[src/hw/msx_io_params.svh]
`ifndef MSX_IO_PARAMS_SVH
`define MSX_IO_PARAMS_SVH

// high five bits of the I/O port address, a[7:3]

// PSG at ports A0..A7
`define MSX_PSG_PORT 5'b10100

// PPI at ports A8..AB
`define MSX_PPI_PORT 5'b10101

// size of the PSG register file
`define MSX_PSG_REGS 16

`endif

[src/hw/msx_io_pkg.sv]
`default_nettype none

package msx_io_pkg;

   // primary slot number, 0..3
   typedef logic [1:0] slot_t;

   // peer owning the current I/O cycle
   typedef enum logic [1:0] {
      DEV_NONE = 2'd0,
      DEV_PPI  = 2'd1,
      DEV_PSG  = 2'd2
   } dev_sel_e;

   // 8255 mode word, bit 7 set
   typedef struct packed {
      logic       mode_set;
      logic [1:0] grp_a_mode;
      logic       port_a_in;
      logic       port_ch_in;
      logic       grp_b_mode;
      logic       port_b_in;
      logic       port_cl_in;
   } ppi_mode_t;

   // port C bit set/reset word, bit 7 clear
   typedef struct packed {
      logic       mode_set;
      logic [2:0] unused;
      logic [2:0] bit_sel;
      logic       bit_val;
   } ppi_bsr_t;

   typedef union packed {
      ppi_mode_t mode;
      ppi_bsr_t  bsr;
   } ppi_ctrl_u;

endpackage

`default_nettype wire

[src/hw/msx_io_decode.sv]
`default_nettype none

`include "msx_io_params.svh"

module msx_io_decode (
   input  wire                  clk21m,
   input  wire                  exwait_n,
   input  wire [7:0]            a_i,
   input  wire                  iorq_n_i,
   input  wire                  mreq_n_i,
   input  wire                  m1_n_i,
   input  wire                  rd_n_i,
   input  wire                  wr_n_i,
   input  wire [7:0]            ppi_d_i,
   input  wire [7:0]            psg_d_i,
   output msx_io_pkg::dev_sel_e grant_o,
   output logic                 wr_stb_o,
   output logic [7:0]           d_o
);
   import msx_io_pkg::*;

   logic io_cycle;
   logic wr_ack;

   // M1 with IORQ is an interrupt acknowledge, not port I/O
   assign io_cycle = ~iorq_n_i & m1_n_i & (~rd_n_i | ~wr_n_i);

   always_comb begin
      grant_o = DEV_NONE;
      if (io_cycle) begin
         if (a_i[7:3] == `MSX_PSG_PORT)
            grant_o = DEV_PSG;
         else if (a_i[7:3] == `MSX_PPI_PORT)
            grant_o = DEV_PPI;
      end
   end

   // strobe lasts until the first edge, then the ack holds it off
   assign wr_stb_o = ~iorq_n_i & m1_n_i & ~wr_n_i & ~wr_ack;

   always_ff @(posedge clk21m or negedge exwait_n) begin
      if (!exwait_n)
         wr_ack <= 1'b0;
      else if (iorq_n_i && mreq_n_i)
         wr_ack <= 1'b0;
      else if (wr_stb_o)
         wr_ack <= 1'b1;
   end

   // read data mux, idle bus floats high
   always_comb begin
      d_o = 8'hFF;
      if (!rd_n_i) begin
         case (grant_o)
            DEV_PPI: d_o = ppi_d_i;
            DEV_PSG: d_o = psg_d_i;
            default: d_o = 8'hFF;
         endcase
      end
   end

endmodule

`default_nettype wire

[src/hw/msx_ppi.sv]
`default_nettype none

module msx_ppi (
   input  wire                  clk21m,
   input  wire                  exwait_n,
   input  msx_io_pkg::dev_sel_e grant_i,
   input  wire                  wr_stb_i,
   input  wire [1:0]            a_i,
   input  wire [7:0]            d_i,
   input  wire [7:0]            kbd_cols_i,
   output logic [7:0]           d_o,
   output logic [7:0]           port_a_o,
   output logic                 wr_seen_o,
   output logic [3:0]           kbd_row_o,
   output logic                 cas_motor_o,
   output logic                 keybeep_o
);
   import msx_io_pkg::*;

   logic [7:0] port_c;
   logic       ppi_wr;
   ppi_ctrl_u  ctrl;

   assign ppi_wr = wr_stb_i && (grant_i == DEV_PPI);
   assign ctrl   = d_i;

   always_ff @(posedge clk21m or negedge exwait_n) begin
      if (!exwait_n) begin
         port_a_o  <= 8'h00;
         port_c    <= 8'h00;
         wr_seen_o <= 1'b0;
      end else if (ppi_wr) begin
         wr_seen_o <= 1'b1;
         case (a_i)
            // port A is the primary slot register
            2'd0: port_a_o <= d_i;
            2'd2: port_c   <= d_i;
            2'd3: begin
               // mode set clears port C
               if (ctrl.mode.mode_set)
                  port_c <= 8'h00;
               else
                  port_c[ctrl.bsr.bit_sel] <= ctrl.bsr.bit_val;
            end
            // port B is input only
            default: ;
         endcase
      end
   end

   always_comb begin
      case (a_i)
         2'd0:    d_o = port_a_o;
         2'd1:    d_o = kbd_cols_i;
         2'd2:    d_o = port_c;
         default: d_o = 8'hFF;
      endcase
   end

   // port C fans out to the keyboard, cassette and beeper
   assign kbd_row_o   = port_c[3:0];
   assign cas_motor_o = port_c[4];
   assign keybeep_o   = port_c[7];

endmodule

`default_nettype wire

[src/hw/msx_psg_ports.sv]
`default_nettype none

`include "msx_io_params.svh"

module msx_psg_ports (
   input  wire                  clk21m,
   input  wire                  exwait_n,
   input  msx_io_pkg::dev_sel_e grant_i,
   input  wire                  wr_stb_i,
   input  wire [1:0]            a_i,
   input  wire [7:0]            d_i,
   input  wire [5:0]            joy0_i,
   input  wire [5:0]            joy1_i,
   input  wire                  cas_in_i,
   output logic [7:0]           d_o
);
   import msx_io_pkg::*;

   localparam int AW = $clog2(`MSX_PSG_REGS);

   logic [AW-1:0] psg_addr;
   logic [7:0]    psg_regs [`MSX_PSG_REGS];
   logic          psg_wr;
   logic [5:0]    joy_sel;

   assign psg_wr = wr_stb_i && (grant_i == DEV_PSG);

   always_ff @(posedge clk21m or negedge exwait_n) begin
      if (!exwait_n) begin
         psg_addr <= '0;
         for (int i = 0; i < `MSX_PSG_REGS; i++)
            psg_regs[i] <= 8'h00;
      end else if (psg_wr) begin
         // A0 latches the address, A1 writes data
         if (a_i == 2'd0)
            psg_addr <= d_i[AW-1:0];
         else if (a_i == 2'd1)
            psg_regs[psg_addr] <= d_i;
      end
   end

   // joystick pins are active low, reg 15 bit 6 picks the port
   assign joy_sel = psg_regs[15][6] ? ~joy1_i : ~joy0_i;

   always_comb begin
      d_o = 8'hFF;
      if (a_i == 2'd2) begin
         if (psg_addr == AW'(14))
            d_o = {cas_in_i, 1'b0, joy_sel};
         else
            d_o = psg_regs[psg_addr];
      end
   end

endmodule

`default_nettype wire

[src/hw/msx_slot_select.sv]
`default_nettype none

module msx_slot_select (
   input  wire               clk21m,
   input  wire               exwait_n,
   input  wire [1:0]         a_hi_i,
   input  wire [7:0]         port_a_i,
   input  wire               wr_seen_i,
   output msx_io_pkg::slot_t slot_o
);
   import msx_io_pkg::*;

   logic map_valid;

   // stays set until the next reset
   always_ff @(posedge clk21m or negedge exwait_n) begin
      if (!exwait_n)
         map_valid <= 1'b0;
      else if (wr_seen_i)
         map_valid <= 1'b1;
   end

   // two bits of port A per 16 KB page
   assign slot_o = map_valid ? slot_t'(port_a_i[{a_hi_i, 1'b0} +: 2]) : slot_t'(0);

endmodule

`default_nettype wire

[src/hw/msx_wait_gen.sv]
`default_nettype none

module msx_wait_gen (
   input  wire  clk21m,
   input  wire  exwait_n,
   input  wire  ce_3m58_p_i,
   input  wire  m1_n_i,
   output logic wait_n_o
);

   logic armed;

   always_ff @(posedge clk21m or negedge exwait_n) begin
      if (!exwait_n) begin
         wait_n_o <= 1'b1;
         armed    <= 1'b1;
      end else if (ce_3m58_p_i) begin
         // a wait lasts one cpu clock
         if (!wait_n_o) begin
            wait_n_o <= 1'b1;
         end else if (armed && !m1_n_i) begin
            wait_n_o <= 1'b0;
            armed    <= 1'b0;
         end
         // re-arm once M1 has ended
         if (m1_n_i)
            armed <= 1'b1;
      end
   end

endmodule

`default_nettype wire

[src/hw/msx_io_core.sv]
`default_nettype none

module msx_io_core (
   input  wire               clk21m,
   input  wire               exwait_n,
   input  wire  [15:0]       a_i,
   input  wire  [7:0]        d_i,
   input  wire               iorq_n_i,
   input  wire               mreq_n_i,
   input  wire               rd_n_i,
   input  wire               wr_n_i,
   input  wire               m1_n_i,
   input  wire               ce_3m58_p_i,
   input  wire  [7:0]        kbd_cols_i,
   input  wire  [5:0]        joy0_i,
   input  wire  [5:0]        joy1_i,
   input  wire               cas_in_i,
   output logic [7:0]        d_o,
   output logic              wait_n_o,
   output msx_io_pkg::slot_t slot_o,
   output logic [3:0]        kbd_row_o,
   output logic              cas_motor_o,
   output logic              keybeep_o
);
   import msx_io_pkg::*;

   dev_sel_e   grant;
   logic       wr_stb;
   logic [7:0] ppi_d;
   logic [7:0] psg_d;
   logic [7:0] ppi_port_a;
   logic       ppi_wr_seen;

   // arbiter for the shared cpu data bus
   msx_io_decode msx_io_decode_inst (
      .clk21m   (clk21m),
      .exwait_n (exwait_n),
      .a_i      (a_i[7:0]),
      .iorq_n_i (iorq_n_i),
      .mreq_n_i (mreq_n_i),
      .m1_n_i   (m1_n_i),
      .rd_n_i   (rd_n_i),
      .wr_n_i   (wr_n_i),
      .ppi_d_i  (ppi_d),
      .psg_d_i  (psg_d),
      .grant_o  (grant),
      .wr_stb_o (wr_stb),
      .d_o      (d_o)
   );

   msx_ppi msx_ppi_inst (
      .clk21m      (clk21m),
      .exwait_n    (exwait_n),
      .grant_i     (grant),
      .wr_stb_i    (wr_stb),
      .a_i         (a_i[1:0]),
      .d_i         (d_i),
      .kbd_cols_i  (kbd_cols_i),
      .d_o         (ppi_d),
      .port_a_o    (ppi_port_a),
      .wr_seen_o   (ppi_wr_seen),
      .kbd_row_o   (kbd_row_o),
      .cas_motor_o (cas_motor_o),
      .keybeep_o   (keybeep_o)
   );

   msx_psg_ports msx_psg_ports_inst (
      .clk21m   (clk21m),
      .exwait_n (exwait_n),
      .grant_i  (grant),
      .wr_stb_i (wr_stb),
      .a_i      (a_i[1:0]),
      .d_i      (d_i),
      .joy0_i   (joy0_i),
      .joy1_i   (joy1_i),
      .cas_in_i (cas_in_i),
      .d_o      (psg_d)
   );

   // page select from the top two address bits
   msx_slot_select msx_slot_select_inst (
      .clk21m    (clk21m),
      .exwait_n  (exwait_n),
      .a_hi_i    (a_i[15:14]),
      .port_a_i  (ppi_port_a),
      .wr_seen_i (ppi_wr_seen),
      .slot_o    (slot_o)
   );

   msx_wait_gen msx_wait_gen_inst (
      .clk21m      (clk21m),
      .exwait_n    (exwait_n),
      .ce_3m58_p_i (ce_3m58_p_i),
      .m1_n_i      (m1_n_i),
      .wait_n_o    (wait_n_o)
   );

endmodule

`default_nettype wire

[config.mk]
export PLATFORM = sky130hd
export DESIGN_NAME = msx_io_core
export DESIGN_NICKNAME = d
export VERILOG_FILES = /design/src/hw/msx_io_pkg.sv /design/src/hw/msx_io_decode.sv /design/src/hw/msx_ppi.sv /design/src/hw/msx_psg_ports.sv /design/src/hw/msx_slot_select.sv /design/src/hw/msx_wait_gen.sv /design/src/hw/msx_io_core.sv
export VERILOG_INCLUDE_DIRS = /design/src /design/src/hw
export SDC_FILE = /design/constraint.sdc
export NUM_CORES = 1
export LEC_CHECK = 0
export BUFFER_PORTS_ARGS = -buffer_cell sky130_fd_sc_hd__buf_2
export CAP_MARGIN = 20
export CORE_UTILIZATION = 54
export CTS_CLUSTER_DIAMETER = 40
export DETAILED_ROUTE_END_ITERATION = 16
export GPL_ROUTABILITY_DRIVEN = 0
export HOLD_SLACK_MARGIN = 0.1
export PLACE_DENSITY = 0.77
export SYNTH_ARGS = -nofsm -noshare
export SYNTH_HDL_FRONTEND = slang
export SYNTH_SLANG_ARGS = --single-unit
[constraint.sdc]
create_clock -name clk21m -period 1.9 [get_ports clk21m]
set_input_delay 0.19 -clock clk21m [delete_from_list [all_inputs] [get_ports clk21m]]
set_output_delay 0.19 -clock clk21m [all_outputs]
set_load 0.05 [all_outputs]
==> impl_metrics.tcl, run 1 <==
set metrics [dict create \
    syn-cell-area_mm2 0.00737 \
    path_buf_inv 3 \
    grt-ovfl-total 0 \
    period_share_pct 140 \
    drv_cap 0 \
    synth-seq-cells 145 \
    synth_compound_area_share_pct 7.96 \
    syn_to_final_growth_pct 29.1 \
    violations "setup timing" \
    async_reset_ff_share_pct 100 \
    synth_top_family_by_area "multiplexers" \
    r2r_start "msx_psg_ports_inst.psg_addr[0]$_DFFE_PN0P_" \
    clk_path_buf_depth 2 \
    antenna_found_initial 0 \
    fmax_mhz 377 \
    r2r_cells 8 \
    vias 5490 \
    synthXorXnorAreaFrac_pct 0 \
    hold_violations 0 \
    outcome "finished, violations left" \
    ctsHtreeMaxLevel 4 \
    end_kind "output pin" \
    synthMuxAreaShare_pct 30.0 \
    cts_root_buf "clkbuf_16" \
    peakVddDrop_uv 566 \
    cts_sinks 145 \
    synth-main-ff-cell "dfrtp_1" \
    portBuffers 62 \
    synth_top_area_share_pct 48.5 \
    dieArea_mm2 0.0141 \
    drc_errors 0 \
    synth_top_area_cell "dfrtp_1" \
    crit_slowest_cell "mux4_2" \
    slew-limit-headroom_pct 53.9 \
    leakagePower_nw 4.56 \
    crit_path_max_incr_delay_ns 0.52 \
    coreArea_mm2 0.0133 \
    antenna_left 0 \
    synth_enable_flop_cells 0 \
    synth_common_cells "143 x dfrtp_1, 129 x mux2_2, 60 x nand2_1" \
    worst-path-stages 7 \
    fill_cells 797 \
    first_iter_violations 469 \
    numCtsBuffers 17 \
    grt_max_degree 49 \
    yosysSeqAreaShare_pct 49.3 \
    setup_slack_ns -0.754 \
    startpoint "msx_psg_ports_inst.psg_addr[0]$_DFFE_PN0P_" \
    nNetsFinal 733 \
    yosys_warnings 0 \
    wl_per_cell_um 24.5 \
    worst_slew_pin_slew_ns 0.689 \
    grt_pass1_wl_um 31600 \
    synth_area_leaders "dfrtp_1 49%, mux2_2 20%, mux4_2 7.9%, nand2_1 3.1%, mux2_1 2.0%" \
    routed_wl_um 21200 \
    yosysMostFrequentCell "dfrtp_1" \
    final_util_pct 71.6 \
    antenna_cells 0 \
    rows 42 \
    vias_per_cell 6.33 \
    dp_slack_ns -0.426 \
    cts_tree "built" \
    dp_hpwl_um 12800 \
    syn-num-nets 628 \
    dieHeight_um 119 \
    crit_end "d_o[4]" \
    path_delay_family "multiplexers" \
    clk_pin_slew_ns 0.07 \
    clock_latency_ns 0.43 \
    yosys.area_share.simple_pct 9.12 \
    finalMaxSlewViolations 0 \
    rsz0062_at_grt "yes" \
    crit_path_frequent_cell "nand2_1" \
    setup_viol 63 \
    p_per_area_mw_per_mm2 742 \
    path_cells "buf_12 > buf_4 > mux4_2 > nand2_1 > nand2_1 > a221o_2 > buf_8" \
    min_period_ns 2.65 \
    layout-drive-gt1-share_pct 56.4 \
    synthDistinctLibCells 56 \
    worstSetupPathType "flip-flop to output pin" \
    multiInputGateArea_mm2 0.00396 \
    arrival_ns 2.46 \
    hp-class "input pin to flip-flop" \
    die_x_um 119 \
    clock_skew_ns 0.00866 \
    finalPower_mw 7.06 \
    r2r_slack_ns -0.10 \
    start_util_pct 55.4 \
    boundaryPins 70 \
    reg2reg_to "msx_psg_ports_inst.psg_regs[90]$_DFFE_PN0P_" \
    cp.required_ns 1.71 \
    hold_ws_ns 0.130 \
    grt_use_total_pct 29.8 \
    dr.pass1.iters 6 \
    synthAdderAreaFrac_pct 0.340 \
    grt_pass1_vias 5703 \
    syn_inst 573 \
    register_area_mm2 0.00363 \
    cp_max_fo 9 \
    start_kind "flip-flop" \
    postSynthAreaPerCell_um2 12.9 \
]
==> timing repair <==
item / 4_1_cts / 5_1_grt
resized for setup: 68 / 29
buffers inserted: 7 / 4
endpoints found under the hold margin: 48 / 0
hold buffers: 4 / 0
pin swaps: 21 / 20
cloned: 0 / 0
setup endpoints to repair: 123 / 130
==> registers in the layout, indices dropped and copies added, names as in the netlist <==
name and flops:
msx_slot_select_inst.map_valid 1, msx_io_decode_inst.wr_ack 1, msx_psg_ports_inst.psg_addr 4, msx_ppi_inst.wr_seen_o 1, msx_ppi_inst.port_c 8, msx_wait_gen_inst.wait_n_o 1
msx_wait_gen_inst.armed 1, msx_psg_ports_inst.psg_regs 120, msx_ppi_inst.port_a_o 8
==> power breakdown <==
part,total (mW),switching (mW),internal [mW]
Clock,3.39,1.39,1.99
Sequential,3.15,0.0287,3.13
Combinational,0.516,0.335,0.181
==> layout by cell type, fill, tap and decap left out, types with 13 or more instances in the layout <==
cell	count
dfrtp_1	142
mux2_2	121
buf_2	52
nand2_1	51
buf_4	49
mux4_2	26
mux2_4	20
clkbuf_16	17
o21ai_0	14
nand2_8	13
==> worst min-delay path: stages <==
cell    delay (ns)
buf_2         0.09
buf_4         0.11
a22o_1        0.13
==> cell type report <==
cell class | count | area share [%]
inverters | 8 | 0.329
clock inverters | 13 | 1.60
flip-flops and latches | 145 | 38.2
repair buffers | 132 | 11.3
multi-input cells | 374 | 41.6
clock buffers | 19 | 4.66
well taps | 176 | 2.31
==> routing by layer <==
layer,vias to the layer above,track usage (%),share of wire [%]
li1,2330,-,-
met5,-,0,0
met1,2804,37.9,39
met2,286,49.0,50
met4,0,13.2,3.8
met3,70,6.80,7.0
==> cell families after synthesis <==
logic type | Yosys count
simple gates | 123
compound gates | 78
flops | 145
buf+inv | 54
fa+ha+maj | 2
mux | 171
==> metrics by stage <==
stage | TNS [ns] | instances | instance area [µm²]
floorplan | -1.23 | 573 | 7580
global placement | -29.47 | 826 | 8400
detailed placement | -37.94 | 826 | 8400
CTS | -6.17 | 863 | 9320
global route | -11.95 | 867 | 9510
finish | -7.28 | 867 | 9510
==> worst min-delay path by stage <==
stage              from  cells after the start                               endpoint  slack (ns)
2_1_floorplan  exwait_n                      0  msx_io_decode_inst.wr_ack$_DFFE_PN0P_       -0.11
3_3_place_gp   exwait_n                      1     msx_ppi_inst.port_c[2]$_DFFE_PN0P_        0.17
3_5_place_dp   exwait_n                      1     msx_ppi_inst.port_c[2]$_DFFE_PN0P_        0.17
4_1_cts          m1_n_i                      3    msx_wait_gen_inst.armed$_DFFE_PN1P_        0.13
5_1_grt          m1_n_i                      3    msx_wait_gen_inst.armed$_DFFE_PN1P_        0.14
6_report         m1_n_i                      3    msx_wait_gen_inst.armed$_DFFE_PN1P_        0.13
Note: power is estimated with default switching activity, not from simulation.
==> run 2: changes to the inputs <==
==> constraint.sdc (replaced) <==
create_clock -name clk21m -period 2.4 [get_ports clk21m]
set_input_delay 0.24 -clock clk21m [delete_from_list [all_inputs] [get_ports clk21m]]
set_output_delay 0.24 -clock clk21m [all_outputs]
set_load 0.05 [all_outputs]
==> run 2 against run 1 <==
Against the previous run: the flow still finishes with violations (setup timing); combinational power fell by 30%; wire length fell by 13%; worst hold slack improved by 0.00053 ns; setup slack improved by 0.49 ns; clock skew fell by 0.00098 ns; clock power fell by 20%; register-to-register slack improved by 0.33 ns; die area did not move; non-clock buffer count fell by 28; critical endpoint is now d_o[6]; highest routed layer unchanged.
==> impl_metrics.tcl, run 2 (synthesis gave the netlist of run 1 again) <==
set metrics [dict create \
    top_register "msx_psg_ports_inst.psg_regs" \
    dieHeight_um 119 \
    end_kind "output pin" \
    antenna_found_initial 0 \
    final_util_pct 66.2 \
    clock_skew_ns 0.00767 \
    vias_per_cell 6.21 \
    hp-class "input pin to flip-flop" \
    finalMaxSlewViolations 0 \
    reg.largest.list "msx_psg_ports_inst.psg_regs (120), msx_ppi_inst.port_a_o (8), msx_ppi_inst.port_c (8)" \
    startpoint "msx_psg_ports_inst.psg_addr[0]$_DFFE_PN0P_" \
    min_period_ns 2.67 \
    cts_sinks 145 \
    violations "setup timing" \
    setup_slack_ns -0.268 \
    cts_tree "built" \
    grt_use_total_pct 27.7 \
    mostFrequentLayoutCells "140 x dfrtp_1, 128 x mux2_2, 53 x buf_2" \
    nNetsFinal 705 \
    outcome "finished, violations left" \
    portBuffers 62 \
    first_iter_violations 464 \
    worstSetupPathType "flip-flop to output pin" \
    antenna_cells 0 \
    cp.required_ns 2.16 \
    grt_pass1_vias 5436 \
    clk_pin_slew_ns 0.06 \
    fill_cells 919 \
    drv_cap 0 \
    leakagePower_nw 4.27 \
    syn_to_final_growth_pct 19.5 \
    clk_path_buf_depth 2 \
    r2r_cells 5 \
    crit_end "d_o[6]" \
    setup_viol 8 \
    layout_commonest_cell "dfrtp_1" \
    peakVddDrop_uv 451 \
    hold_ws_ns 0.131 \
    numCtsBuffers 17 \
    dp_hpwl_um 11800 \
    wl_per_cell_um 21.9 \
    reg2reg_to "msx_psg_ports_inst.psg_regs[46]$_DFFE_PN0P_" \
    coreArea_mm2 0.0133 \
    arrival_ns 2.43 \
    start_kind "flip-flop" \
    r2r_slack_ns 0.23 \
    hold_violations 0 \
    hp-start "m1_n_i" \
    start_util_pct 55.4 \
    grt-ovfl-total 0 \
    p_per_area_mw_per_mm2 632 \
    antenna_left 0 \
    rsz0062_at_grt "yes" \
    post-route-cell-area_mm2 0.00881 \
    dr.pass1.iters 5 \
    vias 5212 \
    cts_root_buf "clkbuf_16" \
    ctsHtreeMaxLevel 4 \
    period_share_pct 111 \
    grt_max_degree 59 \
    rows 42 \
    boundaryPins 70 \
    fmax_mhz 375 \
    cp_max_fo 11 \
    grt_pass1_wl_um 29600 \
    largest_reg_flops 120 \
    dieArea_mm2 0.0141 \
    layout-drive-gt1-share_pct 50.2 \
    drc_errors 0 \
    clock_latency_ns 0.41 \
    placed_cell_area_mm2 0.00797 \
    slew-limit-headroom_pct 57.3 \
    r2r_start "msx_psg_ports_inst.psg_addr[1]$_DFFE_PN0P_" \
    die_x_um 119 \
    routed_wl_um 18400 \
    worst_slew_pin_slew_ns 0.640 \
]
run 2: cell count changes in the layout (fill, tap and decap cells not counted), moves of 6 or more:
cell     previous run  this run
mux2_1              1        13
nand2_2             9        23
nand2_8            13         0
a221o_1             0         6
buf_8               8         1
buf_4              49        33
mux2_2            121       128
mux2_4             20         1
a221o_2             6         0
run 2: per-layer routing:
metal	part of all wire (%)	wire length, µm	track usage [%]
met1	42	7650	36.1
met2	50	9120	45.0
met3	5.7	1050	5.70
met4	3.2	584	12.3
met5	0	0	0
run 2: worst min path at each step:
stage	to	slack (ns)	cells after the start
after floorplan	msx_io_decode_inst.wr_ack$_DFFE_PN0P_	-0.06	0
after global placement	msx_ppi_inst.port_c[2]$_DFFE_PN0P_	0.24	1
after detailed placement	msx_ppi_inst.port_c[4]$_DFFE_PN0P_	0.25	1
after CTS	msx_wait_gen_inst.armed$_DFFE_PN1P_	0.12	2
after global routing	msx_wait_gen_inst.armed$_DFFE_PN1P_	0.14	2
final	msx_wait_gen_inst.armed$_DFFE_PN1P_	0.13	2
run 2: critical path, cell delays in order, from the launching register on:
cell and delay [ns]:
dfrtp_2 0.43, buf_12 0.17, buf_8 0.12, mux4_2 0.52, o22ai_2 0.16, o2111a_1 0.27, o211ai_1 0.12, buf_4 0.21
run 2: final cells by class:
class	instances	area (µm²)	area share, %
Multi-Input combinational cell	374	3570	40.5
Tap cell	176	220	2.50
Clock buffer	19	443	5.03
Inverter	8	33.8	0.384
Sequential cell	145	3630	41.3
Timing Repair Buffer	104	749	8.51
Clock inverter	13	160	1.82
run 2: metrics by stage:
stage                     cells  setup TNS (ns)  total power, mW  setup slack [ns]
after global placement      795               0             2.87            0.0229
after CTS                   836           -1.95             5.57            -0.258
after detailed placement    795          -0.107             2.89           -0.0300
after floorplan             573               0             2.72            0.0313
after global routing        839           -2.37             5.74            -0.320
final                       839           -1.90             5.56            -0.268
run 2: what timing repair did:
item,CTS,global route
hold endpoints to repair,56,0
hold buffers,4,0
endpoints found under the setup margin,8,8
gates resized for setup,30,13
pin swaps,0,1
buffers inserted,5,3
run 2: report_power, final:
group / leakage [nW] / internal, mW / total [mW] / switching, mW
combinational: 1.98 / 0.117 / 0.359 / 0.242
clock: 0.282 / 1.66 / 2.70 / 1.04
sequential: 2.01 / 2.47 / 2.50 / 0.0259
total: 4.27 / 4.25 / 5.56 / 1.31
